[src/hw/card_grid_pkg.sv]
`default_nettype none

package card_grid_pkg;

    localparam int COLOR_W   = 9;
    localparam int X_W       = 10;
    localparam int Y_W       = 9;
    localparam int CARD_BITS = 6;               // per card coordinate
    localparam int CARD_SIZE = 64;
    localparam int ROWS      = 4;
    localparam int COLS      = 4;
    localparam int N_CARDS   = ROWS * COLS;
    localparam int IDX_W     = 4;
    localparam int SCAN_W    = 2 * CARD_BITS;   // row above column
    localparam int ADDR_W    = 1 + SCAN_W;      // image select on top
    localparam int ROM_DEPTH = 1 << ADDR_W;

    // card origins, pitch is smaller than the card so neighbours overlap by 8
    localparam int START_X = 108;
    localparam int START_Y = 56;
    localparam int GAP_X   = 56;
    localparam int GAP_Y   = 56;

    localparam logic [SCAN_W-1:0] SCAN_LAST = SCAN_W'(CARD_SIZE * CARD_SIZE - 1);

    typedef logic [COLOR_W-1:0] color_t;
    typedef logic [X_W-1:0]     x_t;
    typedef logic [Y_W-1:0]     y_t;
    typedef logic [IDX_W-1:0]   card_idx_t;
    typedef logic [ADDR_W-1:0]  img_addr_t;

    function automatic x_t card_origin_x(input int index);
        return x_t'(START_X + (index % COLS) * GAP_X);
    endfunction

    function automatic y_t card_origin_y(input int index);
        return y_t'(START_Y + (index / COLS) * GAP_Y);
    endfunction

    // image 0 is a shaded gradient, image 1 a checkerboard of 8x8 squares
    function automatic color_t card_art_pixel(input logic image,
                                              input logic [CARD_BITS-1:0] row,
                                              input logic [CARD_BITS-1:0] col);
        if (!image)
            return {row[5:3], col[5:3], row[2:0] ^ col[2:0]};
        return (row[3] != col[3]) ? 9'h1FF : 9'h007;
    endfunction

endpackage

`default_nettype wire
[src/hw/draw_sequencer.sv]
`default_nettype none

// steps the drawers one after another, then flips the image
module draw_sequencer (
    input  wire                                CLOCK_50,
    input  wire                                reset,
    input  wire                                draw_start,
    input  wire [card_grid_pkg::N_CARDS-1:0]   done,
    output logic [card_grid_pkg::N_CARDS-1:0]  draw,
    output card_grid_pkg::card_idx_t           card_idx,
    output logic                               image_sel,
    output logic                               busy
);

    logic push;         // one cycle go for the card at card_idx
    logic last_card;

    assign last_card = (card_idx == card_grid_pkg::card_idx_t'(card_grid_pkg::N_CARDS - 1));

    always_comb begin
        draw           = '0;
        draw[card_idx] = push;
    end

    always_ff @(posedge CLOCK_50) begin
        if (reset) begin
            busy      <= 1'b0;
            push      <= 1'b0;
            card_idx  <= '0;
            image_sel <= 1'b0;
        end else begin
            push <= 1'b0;
            if (!busy) begin
                if (draw_start) begin       // only looked at while idle
                    busy     <= 1'b1;
                    card_idx <= '0;
                    push     <= 1'b1;
                end
            end else if (done[card_idx]) begin
                if (last_card) begin
                    busy      <= 1'b0;
                    card_idx  <= '0;
                    image_sel <= ~image_sel;
                end else begin
                    card_idx <= card_idx + 1'b1;
                    push     <= 1'b1;
                end
            end
        end
    end

endmodule

`default_nettype wire

[config.mk]
export PLATFORM = sky130hd
export DESIGN_NAME = draw_sequencer
export DESIGN_NICKNAME = d
export VERILOG_FILES = /design/src/hw/card_grid_pkg.sv /design/src/hw/draw_sequencer.sv
export SDC_FILE = /design/constraint.sdc
export NUM_CORES = 1
export LEC_CHECK = 0
export BUFFER_PORTS_ARGS = -buffer_cell sky130_fd_sc_hd__buf_2
export CAP_MARGIN = 40
export CORE_UTILIZATION = 44
export CTS_CLUSTER_SIZE = 12
export DETAILED_ROUTE_END_ITERATION = 6
export GPL_ROUTABILITY_DRIVEN = 0
export PLACE_DENSITY = 0.87
export SLEW_MARGIN = 20
export SYNTH_ARGS = -nofsm -noshare
export SYNTH_HDL_FRONTEND = slang
export SYNTH_SLANG_ARGS = --single-unit
[constraint.sdc]
create_clock -name CLOCK_50 -period 3.37 [get_ports CLOCK_50]
set_clock_uncertainty 0.1 [all_clocks]
set_input_delay 0.674 -clock CLOCK_50 [delete_from_list [all_inputs] [get_ports CLOCK_50]]
set_output_delay 0.674 -clock CLOCK_50 [all_outputs]
set_load 0.03 [all_outputs]
==> results.sh <==
export IMPL_synth_top_area_cell="dfxtp_1"
export IMPL_start_util_pct=47.5
export IMPL_syn_nets=101
export IMPL_dr_max_layer_used="met3"
export IMPL_grt_max_degree=18
export IMPL_hp_class="reg2reg"
export IMPL_ys_ff_latch=7
export IMPL_dp_hpwl_microns=1260
export IMPL_dp_slack_ns=1.12
export IMPL_clock_path_buffers=2
export IMPL_synthAdderAreaFrac_pct=8.00
export IMPL_antenna_found_initial=0
export IMPL_switching_power_w=0.0000617
export IMPL_synth_edff_count=0
export IMPL_synthCells=78
export IMPL_port_buffers=40
export IMPL_setup_ws_ns=0.959
export IMPL_p_comb_share_pct=22.6
export IMPL_p_int_w=0.000155
export IMPL_drt_iter0_markers=25
export IMPL_synth_warnings=0
export IMPL_switching_share_pct=28.5
export IMPL_cts_hold_fix_buffers=0
export IMPL_power_density_mw_per_mm2=258
export IMPL_coreArea_sq_mm=0.00132
export IMPL_fmax_ghz=0.415
export IMPL_place_area_sq_um=816
export IMPL_fin_setup_tns_ns=0
export IMPL_synth_xor_area_share_pct=1.40
export IMPL_synthSimpleGateAreaFrac_pct=29.2
export IMPL_wl_met3_microns=145
export IMPL_drv_slew=0
export IMPL_worstPathArrival_ns=1.64
export IMPL_nNetsFinal=141
export IMPL_critPathRequiredTime_ns=2.60
export IMPL_slew_headroom_pct=64.2
export IMPL_drc=0
export IMPL_drt_first_pass_iters=4
export IMPL_power_frac_seq_pct=42.6
export IMPL_cts_htree_levels=1
export IMPL_synth_mux_area_share_pct=22.4
export IMPL_clock_sinks=7
export IMPL_cts_buffers=3
export IMPL_synth_top_family_by_area="simple AND/OR/NAND/NOR gates"
export IMPL_stdcell_count=132
export IMPL_hold_slack_ns=0.418
export IMPL_path_max_fanout=10
export IMPL_hold_viol_final=0
export IMPL_dp_cells=128
export IMPL_outcome="completed"
export IMPL_cts_clk_slew_worst_paths_ns=0.05
export IMPL_io_pins=41
export IMPL_via_per_inst=5.33
export IMPL_insertedDiodeCount=0
export IMPL_slowest_delay_ns=0.54
export IMPL_grt_overflow_total=0
export IMPL_wl_met2_microns=815
export IMPL_grt_pass1_vias=601
export IMPL_grt_pass1_wl_microns=2500
export IMPL_cp_end_kind="output pin"
export IMPL_die_area_sq_mm=0.00158
export IMPL_syn_cell_area_sq_um=626
export IMPL_power_frac_clock_pct=34.8
export IMPL_tightest_slew_ns=0.537
export IMPL_netlist_top_cells_count="16 x nor2_1, 10 x nand2_1, 7 x dfxtp_1, 6 x nor3_1"
export IMPL_synth_top_area_share_pct=22.4
export IMPL_core_rowCount=13
export IMPL_cts_root_buf="clkbuf_4"
export IMPL_post_synth_top_count_cell="nor2_1"
export IMPL_drive_gt1_share_pct=40.2
export IMPL_leakagePower_nw=0.413
export IMPL_die_h_microns=39.7
export IMPL_setup_viol=0
export IMPL_num_vias=704
export IMPL_grt_usage_pct=23.8
export IMPL_totalWireLength_microns=1660
export IMPL_rsz0062_at_grt="false"
export IMPL_ys_flop_type="dfxtp_1"
export IMPL_ir_worst_vdd_uv=233
export IMPL_ys_types=25
export IMPL_syn_area_per_cell_sq_um=8.02
export IMPL_post_route_period_util_pct=71.5
export IMPL_cts_resized=0
export IMPL_wl_per_cell_microns=12.6
export IMPL_crit_type="reg2out"
export IMPL_fillers=124
export IMPL_cp_start_kind="flop"
export IMPL_m1WireLength_microns=699
export IMPL_path_cells="ha_1 > nand2_1 > nor3_1 > buf_2"
export IMPL_synth_compound_area_share_pct=10.2
export IMPL_asyncSetResetFlopFracSynth_pct=0
export IMPL_synth_area_top_cells="dfxtp_1 22%, mux4_1 17%, nor2_1 9.6%"
export IMPL_yosysSeqAreaShare_pct=22.4
export IMPL_period_minus_slack_ns=2.41
export IMPL_cts_tree="built"
export IMPL_cap_viol_max_count=0
export IMPL_crit_slowest_cell="dfxtp_1"
export IMPL_fin_area_sq_um=842
export IMPL_post_cts_buffers=0
export IMPL_worstSkewPairLatency_ns=0.25
export IMPL_areaGrowthSynthToFinish_pct=34.6
export IMPL_die_x_microns=39.7
export IMPL_ant_nets=0
sequential cells by signal, indices dropped and copies added, names as in the netlist:
| name | cells |
|---|---|
| busy | 1 |
| card_idx | 4 |
| push | 1 |
| image_sel | 1 |
through the flow:
step / util, % / total power [W]
5_1_grt: 63.9 / 0.000229
3_3_place_gp: 61.9 / 0.000141
2_1_floorplan: - / 0.000126
3_5_place_dp: 61.9 / 0.000143
4_1_cts: 63.9 / 0.000220
6_report: 63.9 / 0.000217
critical path: cells and delay by family, from the launching register on:
| family | cells | cell delay (ns) |
|---|---|---|
| adders and majority gates | 1 | 0.32 |
| buffers and inverters | 1 | 0.23 |
| DFF | 1 | 0.54 |
| and+or+nand+nor | 2 | 0.30 |
cells by family after synthesis:
group	count (synthesis)
compound gates	10
xor+xnor	1
fa+ha+maj	4
buf+inv	8
flops	7
mux	7
simple gates	41
routing by layer:
metal  vias up  track usage (%)
met5         -                0
met4         0             7.76
met3         0             6.82
met2        42             41.4
met1       308             27.4
li1        354                -
final cells by class:
cell class | instances | area [sq um] | share of cell area (%)
clock buffers | 4 | 26.3 | 3.12
flip-flops and latches | 7 | 140 | 16.6
inverters | 3 | 11.3 | 1.34
well taps | 15 | 18.8 | 2.23
repair buffers | 40 | 200 | 23.8
multi-input cells | 63 | 445 | 52.9
final timing paths:
path | startpoint | to | slack [ns] | cells past startpoint
worst max-delay path | card_idx[0] | draw[3] | 0.96 | 4
worst min-delay path | image_sel | image_sel | 0.42 | 2
worst max register to register | card_idx[0] | card_idx[2] | 1.24 | 5
worst min register to register | image_sel | image_sel | 0.42 | 2
cells in the final DEF (no fill, tap or decap):
master    instances
a31oi_1           2
a21oi_1           3
o21ai_0           2
mux2_4            1
a211oi_1          1
nor3b_1           1
or3_1             1
or3_2             1
nand2b_1          2
a311o_2           1
ha_1              4
clkbuf_1          1
dfxtp_1           7
nand3_1           3
inv_1             3
clkbuf_4          3
or2_2             1
nor3_1            6
o211ai_1          1
mux4_1            4
mux2i_1           2
buf_2            40
nor2_1           16
xnor2_1           1
nand2_1          10
power by group through the flow:
stage	Combinational [W]	Clock, W	Sequential, W
floorplan	0.0000320	0	0.0000943
global placement	0.0000469	0	0.0000939
detailed placement	0.0000486	0	0.0000939
CTS	0.0000487	0.0000795	0.0000922
global route	0.0000537	0.0000819	0.0000929
finish	0.0000490	0.0000756	0.0000923
Power figures use the tool's default switching activity.
