**src/hw/card_grid_pkg.sv**
```systemverilog
`default_nettype none

package card_grid_pkg;

    localparam int COLOR_W   = 9;
    localparam int X_W       = 10;
    localparam int Y_W       = 9;
    localparam int CARD_BITS = 6;               // per card coordinate
    localparam int CARD_SIZE = 64;
    localparam int ROWS      = 4;
    localparam int COLS      = 4;
    localparam int N_CARDS   = ROWS * COLS;
    localparam int IDX_W     = 4;
    localparam int SCAN_W    = 2 * CARD_BITS;   // row above column
    localparam int ADDR_W    = 1 + SCAN_W;      // image select on top
    localparam int ROM_DEPTH = 1 << ADDR_W;

    // card origins, pitch is smaller than the card so neighbours overlap by 8
    localparam int START_X = 108;
    localparam int START_Y = 56;
    localparam int GAP_X   = 56;
    localparam int GAP_Y   = 56;

    localparam logic [SCAN_W-1:0] SCAN_LAST = SCAN_W'(CARD_SIZE * CARD_SIZE - 1);

    typedef logic [COLOR_W-1:0] color_t;
    typedef logic [X_W-1:0]     x_t;
    typedef logic [Y_W-1:0]     y_t;
    typedef logic [IDX_W-1:0]   card_idx_t;
    typedef logic [ADDR_W-1:0]  img_addr_t;

    function automatic x_t card_origin_x(input int index);
        return x_t'(START_X + (index % COLS) * GAP_X);
    endfunction

    function automatic y_t card_origin_y(input int index);
        return y_t'(START_Y + (index / COLS) * GAP_Y);
    endfunction

    // image 0 is a shaded gradient, image 1 a checkerboard of 8x8 squares
    function automatic color_t card_art_pixel(input logic image,
                                              input logic [CARD_BITS-1:0] row,
                                              input logic [CARD_BITS-1:0] col);
        if (!image)
            return {row[5:3], col[5:3], row[2:0] ^ col[2:0]};
        return (row[3] != col[3]) ? 9'h1FF : 9'h007;
    endfunction

endpackage

`default_nettype wire
```
**src/hw/pixel_if.sv**
```systemverilog
`default_nettype none

// pixel write stream of one card drawer
interface pixel_if;

    card_grid_pkg::x_t     x;
    card_grid_pkg::y_t     y;
    card_grid_pkg::color_t color;
    logic                  write;      // x, y and color only valid with this

    modport source (
        output x, y, color, write
    );

    modport sink (
        input x, y, color, write
    );

endinterface

`default_nettype wire

```
**src/hw/card_drawer.sv**
```systemverilog
`default_nettype none

// scans one 64x64 card area and emits a pixel write per position
module card_drawer #(
    parameter int CARD_INDEX = 0
) (
    input  wire                         CLOCK_50,
    input  wire                         reset,
    input  wire                         draw,
    input  wire                         image_sel,
    input  wire card_grid_pkg::color_t  rom_color,
    output card_grid_pkg::img_addr_t    rom_addr,
    output logic                        done,
    pixel_if.source                     pix
);

    logic [card_grid_pkg::SCAN_W-1:0]    scan;     // {row, col}
    logic [card_grid_pkg::CARD_BITS-1:0] row;
    logic [card_grid_pkg::CARD_BITS-1:0] col;
    logic                                active;
    logic                                last_pix;
    logic                                wr_q;
    logic                                done_q;
    card_grid_pkg::x_t                   x_q;
    card_grid_pkg::y_t                   y_q;

    assign row      = scan[card_grid_pkg::SCAN_W-1:card_grid_pkg::CARD_BITS];
    assign col      = scan[card_grid_pkg::CARD_BITS-1:0];
    assign last_pix = (scan == card_grid_pkg::SCAN_LAST);

    // address stage
    assign rom_addr = {image_sel, scan};

    always_ff @(posedge CLOCK_50) begin
        if (reset) begin
            active <= 1'b0;
            scan   <= '0;
            wr_q   <= 1'b0;
            done_q <= 1'b0;
        end else begin
            wr_q   <= active;
            done_q <= active && last_pix;
            if (draw) begin
                active <= 1'b1;
                scan   <= '0;
            end else if (active) begin
                scan <= scan + 1'b1;
                if (last_pix)
                    active <= 1'b0;
            end
        end
    end

    // write stage, screen position lines up with the rom output
    always_ff @(posedge CLOCK_50) begin
        x_q <= card_grid_pkg::card_origin_x(CARD_INDEX) + card_grid_pkg::x_t'(col);
        y_q <= card_grid_pkg::card_origin_y(CARD_INDEX) + card_grid_pkg::y_t'(row);
    end

    assign pix.x     = x_q;
    assign pix.y     = y_q;
    assign pix.color = rom_color;
    assign pix.write = wr_q;
    assign done      = done_q;      // same cycle as the last write

endmodule

`default_nettype wire

```
**src/flat_wrapper.sv**
```systemverilog
// flat-port wrapper written by rule: the top's interface ports become plain ports
module card_drawer_flat 
#(
    parameter int CARD_INDEX = 0
)
  (CLOCK_50, reset, draw, image_sel, rom_color, rom_addr, done, pix_x, pix_y, pix_color, pix_write);
  pixel_if pix_i ();
  input  wire CLOCK_50;
  input  wire reset;
  input  wire draw;
  input  wire image_sel;
  input  wire card_grid_pkg::color_t rom_color;
  output card_grid_pkg::img_addr_t rom_addr;
  output logic done;
  output wire logic [$bits(pix_i.x)-1:0] pix_x;
  output wire logic [$bits(pix_i.y)-1:0] pix_y;
  output wire logic [$bits(pix_i.color)-1:0] pix_color;
  output wire logic [$bits(pix_i.write)-1:0] pix_write;
  assign pix_x = pix_i.x;
  assign pix_y = pix_i.y;
  assign pix_color = pix_i.color;
  assign pix_write = pix_i.write;
  card_drawer #(.CARD_INDEX(CARD_INDEX)) u_core (.CLOCK_50(CLOCK_50), .reset(reset), .draw(draw), .image_sel(image_sel), .rom_color(rom_color), .rom_addr(rom_addr), .done(done), .pix(pix_i));
endmodule
```
**config.mk**
```make
export PLATFORM = sky130hd
export DESIGN_NAME = card_drawer_flat
export DESIGN_NICKNAME = d
export VERILOG_FILES = /design/src/hw/card_grid_pkg.sv /design/src/hw/pixel_if.sv /design/src/hw/card_drawer.sv /design/src/flat_wrapper.sv
export SDC_FILE = /design/constraint.sdc
export NUM_CORES = 1
export LEC_CHECK = 0
export ABC_AREA = 1
export ABC_CLOCK_PERIOD_IN_PS = 1100
export BUFFER_PORTS_ARGS = -buffer_cell sky130_fd_sc_hd__buf_2
export CORE_ASPECT_RATIO = 1.4
export CORE_MARGIN = 1
export CORE_UTILIZATION = 35
export DETAILED_ROUTE_END_ITERATION = 16
export PLACE_DENSITY = 0.72
export SETUP_SLACK_MARGIN = 0.2
export SYNTH_ARGS = -nofsm -noshare
export SYNTH_HDL_FRONTEND = slang
export SYNTH_SLANG_ARGS = --single-unit
```
**constraint.sdc**
```tcl
create_clock -name CLOCK_50 -period 1.1 [get_ports CLOCK_50]
set_clock_uncertainty 0.05 [all_clocks]
set_input_delay 0.11 -clock CLOCK_50 [delete_from_list [all_inputs] [get_ports CLOCK_50]]
set_output_delay 0.11 -clock CLOCK_50 [all_outputs]
set_load 0.02 [all_outputs]
```
==> metrics, run 1 <==
Slew Limit Fails 0; worst setup path category reg2reg; hold_sp reset; Pre-antenna DRT Iters 4; I/O Buffers 31; DR WL/cell 12.21 µm; P per Cell Area 991.0 nW/µm²; core box area 3347 µm²; I/O Pins 56; Pleak 0.8692 nW; initial core utilization 36.52%; Reg clk slew, reported paths 70 ps; sequential power share 53.1%; # setup viols final 8; synthesized area per cell 8.548 µm²; CP max FO 5; Fillers 283; Clk pwr share 40.8%; P&R area growth vs syn 69.09%; Setup WS post-layout -152.7 ps; Detailed Place HPWL 1.755 mm; n_diodes 0; nets 216; CP startpoint u_core.scan[0]$_SDFFE_PP0P_; worst endpoint required time 1220 ps; count of final hold-check violations 0; Synth Instances 143; synth top area cells dfxtp_1 49%, buf_4 8.6%, nand2_1 7.4%, inv_1 5.2%, ha_1 5.1%; FF-to-FF setup slack -150 ps; DR vias/cell 4.469; DRT iter0 DRCs 26; Seq/Total Area, Yosys 49.13%; WP buf/inv 0; number of global-route vias before repair 940; post-route ant nets 0; gr usage total 15.03%; flops & latches, synth 30; Yosys cell types 23; H-tree depth 2; sw frac 23.44%; internal power 1.568 mW; HP Class in2reg; Synth area leader dfxtp_1; peak supply drop 1.100 mV; Tcrit/Tclk final 113.9%; Crit. End Element register; die width 51.95 µm; Routed WL 2.918 mm; slowest stage cell, crit path dfxtp_4; delay-heaviest family, CP simple AND/OR/NAND/NOR gates; area share of the largest cell type after synthesis 49.13%; Die ar. 3736 µm²; logic gate share of total power 6.1%; Netlist Area Pre-Place 1222 µm²; CTS Buf Count 5; failing checks negative setup slack; Rows 25; DR vias 1,068; CP arrival 1370 ps; hold buffers post-CTS 0; post-layout minimum cycle time 1253 ps; largest net degree at the start of global routing 11; CTS tree built; worst path cell trace nand2_2 > nor2_2 > nand2_1 > o21ai_0 > nor2_1; Worst R2R Start u_core.scan[0]$_SDFFE_PP0P_; Max stage delay on crit path 380 ps; status complete, but fails checks; P_sw 0.4802 mW; Pwr Total 2.048 mW; clk_lat worst skew 280 ps; first-pass GRT wire length 4.043 mm; worst slack at placement -30.43 ps; CP Launch Type register; synth warn 0; share of layout cells above drive strength 1 66.83%; die extent in y 71.93 µm; Longest Clk Path Bufs 2; GRT Residual Overflow 0; RSZ-0062 raised after global routing true; Max Freq 798.3 MHz; Clock Sinks 30; maximum capacitance violations 0; DR DRC count 0; Final GP Congestion 0.8272; clk root buf clkbuf_8; initial antenna violation count 0
## repair_timing
item | 4_1_cts | 5_1_grt
hold endpoints to repair | 0 | 0
resized for setup | 52 | 65
endpoints found under the setup margin | 37 | 51
setup buffers | 11 | 5
pin swaps | 13 | 9
## flip-flops by register name, summed over array words and instances, names as in the netlist
register / flops
u_core.pix.y: 7
u_core.done: 1
u_core.scan: 12
u_core.active: 1
u_core.pix.x: 8
u_core.pix.write: 1
## routing by layer
layer  GRT usage, %  part of all wire [%]
met2          24.64                    55
met1          16.75                    38
met4          7.207                   2.3
met5              0                     0
met3          5.660                   4.7
## layout by cell type (no fill, tap or decap), types with 2 or more instances in the layout
master | synthesis | final
buf_6 | 0 | 37
buf_4 | 14 | 19
nand2_1 | 24 | 18
dfxtp_2 | 0 | 13
nor2_1 | 16 | 12
dfxtp_4 | 0 | 11
inv_1 | 17 | 9
nand2_2 | 3 | 9
inv_2 | 0 | 6
dfxtp_1 | 30 | 6
nor2_2 | 3 | 5
ha_4 | 0 | 5
clkbuf_8 | 0 | 5
nor2_4 | 2 | 4
conb_1 | 1 | 4
a21oi_2 | 0 | 3
nand3_2 | 1 | 3
nand3b_1 | 3 | 3
o21ai_0 | 5 | 2
o21ai_2 | 0 | 2
a21oi_1 | 5 | 2
o21ai_1 | 1 | 2
nand4_1 | 2 | 2
clkinv_2 | 0 | 2
buf_2 | 0 | 2
## cell families after synthesis
logic type | synth area share (%)
and+or+nand+nor | 23.85
buffers and inverters | 13.82
DFF | 49.13
AOI/OAI and AO/OA | 5.629
adders and majority gates | 5.118
xor gates and xnor gates | 2.150
other | 0.3068
## cell usage after synthesis (all sizes together)
library cell,n
xor2,1
nand4,2
xnor2,2
o21bai,1
dfxtp,30
o21ai,6
nor2,21
nand2,27
nand3,5
ha,5
nand3b,3
a21oi,5
a31oi,1
nor3,1
buf,14
conb,1
or2,1
inv,17
## worst paths after layout
kind	to	depth (start not counted)
setup / recovery	u_core.scan[5]$_SDFFE_PP0P_	5
hold / removal	u_core.done$_SDFF_PP0_	2
setup reg to reg	u_core.scan[5]$_SDFFE_PP0P_	5
hold reg to reg	u_core.pix.y[1]$_DFF_P_	0
## through the flow
| step | TNS (ps) | cells | hold slack [ps] | utilization [%] | cell area [µm²] |
|---|---|---|---|---|---|
| 2_1_floorplan | -8.991 | 146 | 130.9 | - | 1315 |
| 3_3_place_gp | 0 | 215 | 170.1 | 45.35 | 1518 |
| 3_5_place_dp | -104.8 | 215 | 170.1 | 45.35 | 1518 |
| 4_1_cts | -63.25 | 234 | 8.419 | 54.95 | 1839 |
| 5_1_grt | -1041 | 239 | 2.308 | 61.76 | 2067 |
| 6_report | -334.3 | 239 | 1.302 | 61.76 | 2067 |
## worst register-to-register path, delay by kind of cell (launching register included)
family	cells	cell delay, ps
AND/OR/NAND/NOR	4	470
flip-flops	1	380
AO/OA/AOI/OAI	1	240
## power groups by stage
| stage | registers, mW | clock network, mW | logic (mW) |
|---|---|---|---|
| after global routing | 1.09 | 0.918 | 0.135 |
| final | 1.09 | 0.835 | 0.126 |
| after detailed placement | 1.12 | 0 | 0.100 |
| after CTS | 1.09 | 0.852 | 0.114 |
| after global placement | 1.12 | 0 | 0.100 |
| after floorplan | 1.13 | 0 | 0.102 |
## layout make-up
| cell class | instances | area [µm²] | share of cell area, % |
|---|---|---|---|
| clock buffers | 6 | 72.57 | 3.511 |
| clock inverters | 2 | 10.01 | 0.4843 |
| inverters | 17 | 73.82 | 3.571 |
| multi-input cells | 85 | 613.1 | 29.66 |
| flip-flops and latches | 30 | 658.1 | 31.84 |
| well taps | 40 | 50.05 | 2.421 |
| repair buffers | 59 | 589.3 | 28.51 |
Note: power is estimated with default switching activity, not from simulation.
==> run 2, diff against run 1 <==
--- a/config.mk
+++ b/config.mk
@@ -8,11 +8,13 @@
 export ABC_AREA = 1
 export ABC_CLOCK_PERIOD_IN_PS = 1100
 export BUFFER_PORTS_ARGS = -buffer_cell sky130_fd_sc_hd__buf_2
+export CAP_MARGIN = 20
 export CORE_ASPECT_RATIO = 1.4
 export CORE_MARGIN = 1
 export CORE_UTILIZATION = 35
 export DETAILED_ROUTE_END_ITERATION = 16
 export PLACE_DENSITY = 0.72
+export REMOVE_ABC_BUFFERS = 1
 export SETUP_SLACK_MARGIN = 0.2
 export SYNTH_ARGS = -nofsm -noshare
 export SYNTH_HDL_FRONTEND = slang
==> run 2 against run 1 <==
The flow still finishes with violations (negative setup slack). Register-to-register slack gained 110 ps. Final area increased by 4.5%. Utilization rose by 2.8 points. Setup slack better by 110 ps. Non-clock buffer count grew 7. Combinational power increased by 3%. Global-route usage is 2.1 points higher. Critical path depth up 2. Fmax up 9.8%. Critical endpoint is now u_core.scan[8]$_SDFFE_PP0P_. Largest power group unchanged. Highest routed layer unchanged.
==> metrics, run 2 (synthesis results as in run 1) <==
hold buffers post-CTS 0; dpl cells 221; count of final hold-check violations 0; Min Hold Slack 12.70 ps; most common cell after layout, fill and taps aside buf_6; Tcrit/Tclk final 103.7%; CTS Buf Count 5; Max Freq 876.8 MHz; nets 223; Worst R2R Start u_core.active$_SDFF_PP0_; hold path endpoint u_core.done$_SDFF_PP0_; status complete, but fails checks; Reg-to-Reg End u_core.scan[8]$_SDFFE_PP0P_; P&R area growth vs syn 76.77%; RSZ-0062 raised after global routing true; Setup WS post-layout -40.48 ps; Most Frequent Cell on Critical Path nand2_2; CTS tree built; clk root buf clkbuf_8; HP Class in2reg; Clock Sinks 30; post-route ant nets 0; hold_sp reset; R2R cell count 7; FF-to-FF setup slack -40 ps; Detailed Place HPWL 1.768 mm; largest net degree at the start of global routing 10; Slew Limit Fails 0; share of layout cells above drive strength 1 69.90%; die width 51.95 µm; initial core utilization 36.52%; Rows 25; I/O Buffers 31; peak supply drop 0.7823 mV; Finished Layout Cells 246; worst path cell trace buf_4 > nand3_4 > nor2_4 > nand2_2 > nand2_2 > nand2_1 > nor2_1; Final GP Congestion 0.8001; initial antenna violation count 0; Longest Clk Path Bufs 2; Max stage delay on crit path 420 ps; GRT Residual Overflow 0; # setup viols final 10; maximum capacitance violations 0; worst endpoint required time 1270 ps; WP buf/inv 1; worst setup path category reg2reg; post-layout minimum cycle time 1140 ps; max reg flops 12; die extent in y 71.93 µm; area of the multi-input gates 628.1 µm²; delay-heaviest family, CP simple AND/OR/NAND/NOR gates; FF/Latch Area 655.6 µm²; clk_lat worst skew 290 ps; Pleak 0.9033 nW; CP Launch Type register; DR vias 1,116; worst hold path cell count 2; H-tree depth 2; n_diodes 0; DRT iter0 DRCs 29; number of global-route vias before repair 1,084; Pwr Total 2.149 mW; DR DRC count 0; P per Cell Area 994.3 nW/µm²; Crit. End Element register; failing checks negative setup slack; first-pass GRT wire length 4.547 mm; CP max FO 6; Routed WL 2.995 mm; gr usage total 17.14%; commonest cells after routing, fill and taps aside 47 x buf_6, 20 x dfxtp_2, 16 x buf_4, 15 x nand2_1; slowest stage cell, crit path dfxtp_4; DR vias/cell 4.537; Pre-antenna DRT Iters 4; Die ar. 3736 µm²; DR WL/cell 12.17 µm; CP arrival 1310 ps; register with the most flip-flops u_core.scan; Fillers 258; core box area 3347 µm²; Reg clk slew, reported paths 60 ps; I/O Pins 56
-- run 2: cell types whose count changed in the layout (fill, tap and decap cells not counted), moves of 2 or more --
cell     before  now
dfxtp_1       6    2
inv_4         1    3
buf_4        19   16
dfxtp_2      13   20
nand2_2       9   11
dfxtp_4      11    8
inv_1         9   11
nand2_1      18   15
buf_6        37   47
nor2_4        4    6
inv_2         6    3
-- run 2: worst max-delay path by stage --
stage / startpoint / end / slack, ps / cells after the start
final: u_core.active$_SDFF_PP0_ / u_core.scan[8]$_SDFFE_PP0P_ / -40 / 7
after global routing: u_core.active$_SDFF_PP0_ / u_core.scan[8]$_SDFFE_PP0P_ / -110 / 7
after CTS: u_core.scan[1]$_SDFFE_PP0P_ / u_core.scan[8]$_SDFFE_PP0P_ / -40 / 7
after detailed placement: u_core.scan[2]$_SDFFE_PP0P_ / u_core.scan[8]$_SDFFE_PP0P_ / -120 / 7
after global placement: u_core.active$_SDFF_PP0_ / u_core.scan[7]$_SDFFE_PP0P_ / -90 / 7
after floorplan: u_core.scan[0]$_SDFFE_PP0P_ / u_core.scan[8]$_SDFFE_PP0P_ / -220 / 6
-- run 2: power by group --
| group | internal [mW] | switching (mW) | leakage [nW] | total, mW |
|---|---|---|---|---|
| clock | 0.504 | 0.414 | 0.0482 | 0.917 |
| combinational | 0.0612 | 0.0692 | 0.602 | 0.130 |
| sequential | 1.08 | 0.0179 | 0.253 | 1.10 |
-- run 2: metal layers --
metal  vias up  track usage (%)  wire length (µm)
met2        39            27.78              1579
met4         0            9.009                54
met1       518            17.45              1171
li1        554                -                 -
met3         5            9.015               189
met5         -                0                 0
-- run 2: final cells by class --
class	count	share of cell area, %
multi-input combinational	85	29.07
inverter	17	3.301
clock buffer	7	3.995
timing repair buffer	66	30.75
tap	40	2.316
sequential	30	30.34
clock inverter	1	0.2316
-- run 2: repair_timing --
action	4_1_cts	5_1_grt
setup endpoints to repair	47	51
pin swaps	13	18
hold endpoints to repair	0	0
setup buffers	12	5
gates resized for setup	105	56
-- run 2: metrics by stage --
step	setup WS (ps)	TNS, ps	util [%]	cell area, µm²
2_1_floorplan	-224.1	-1467	-	1129
3_3_place_gp	-92.90	-504.8	43.89	1469
3_5_place_dp	-118.4	-691.5	43.89	1469
4_1_cts	-37.57	-99.01	58.54	1959
6_report	-40.48	-137.7	64.56	2161
5_1_grt	-107.1	-852.8	64.56	2161
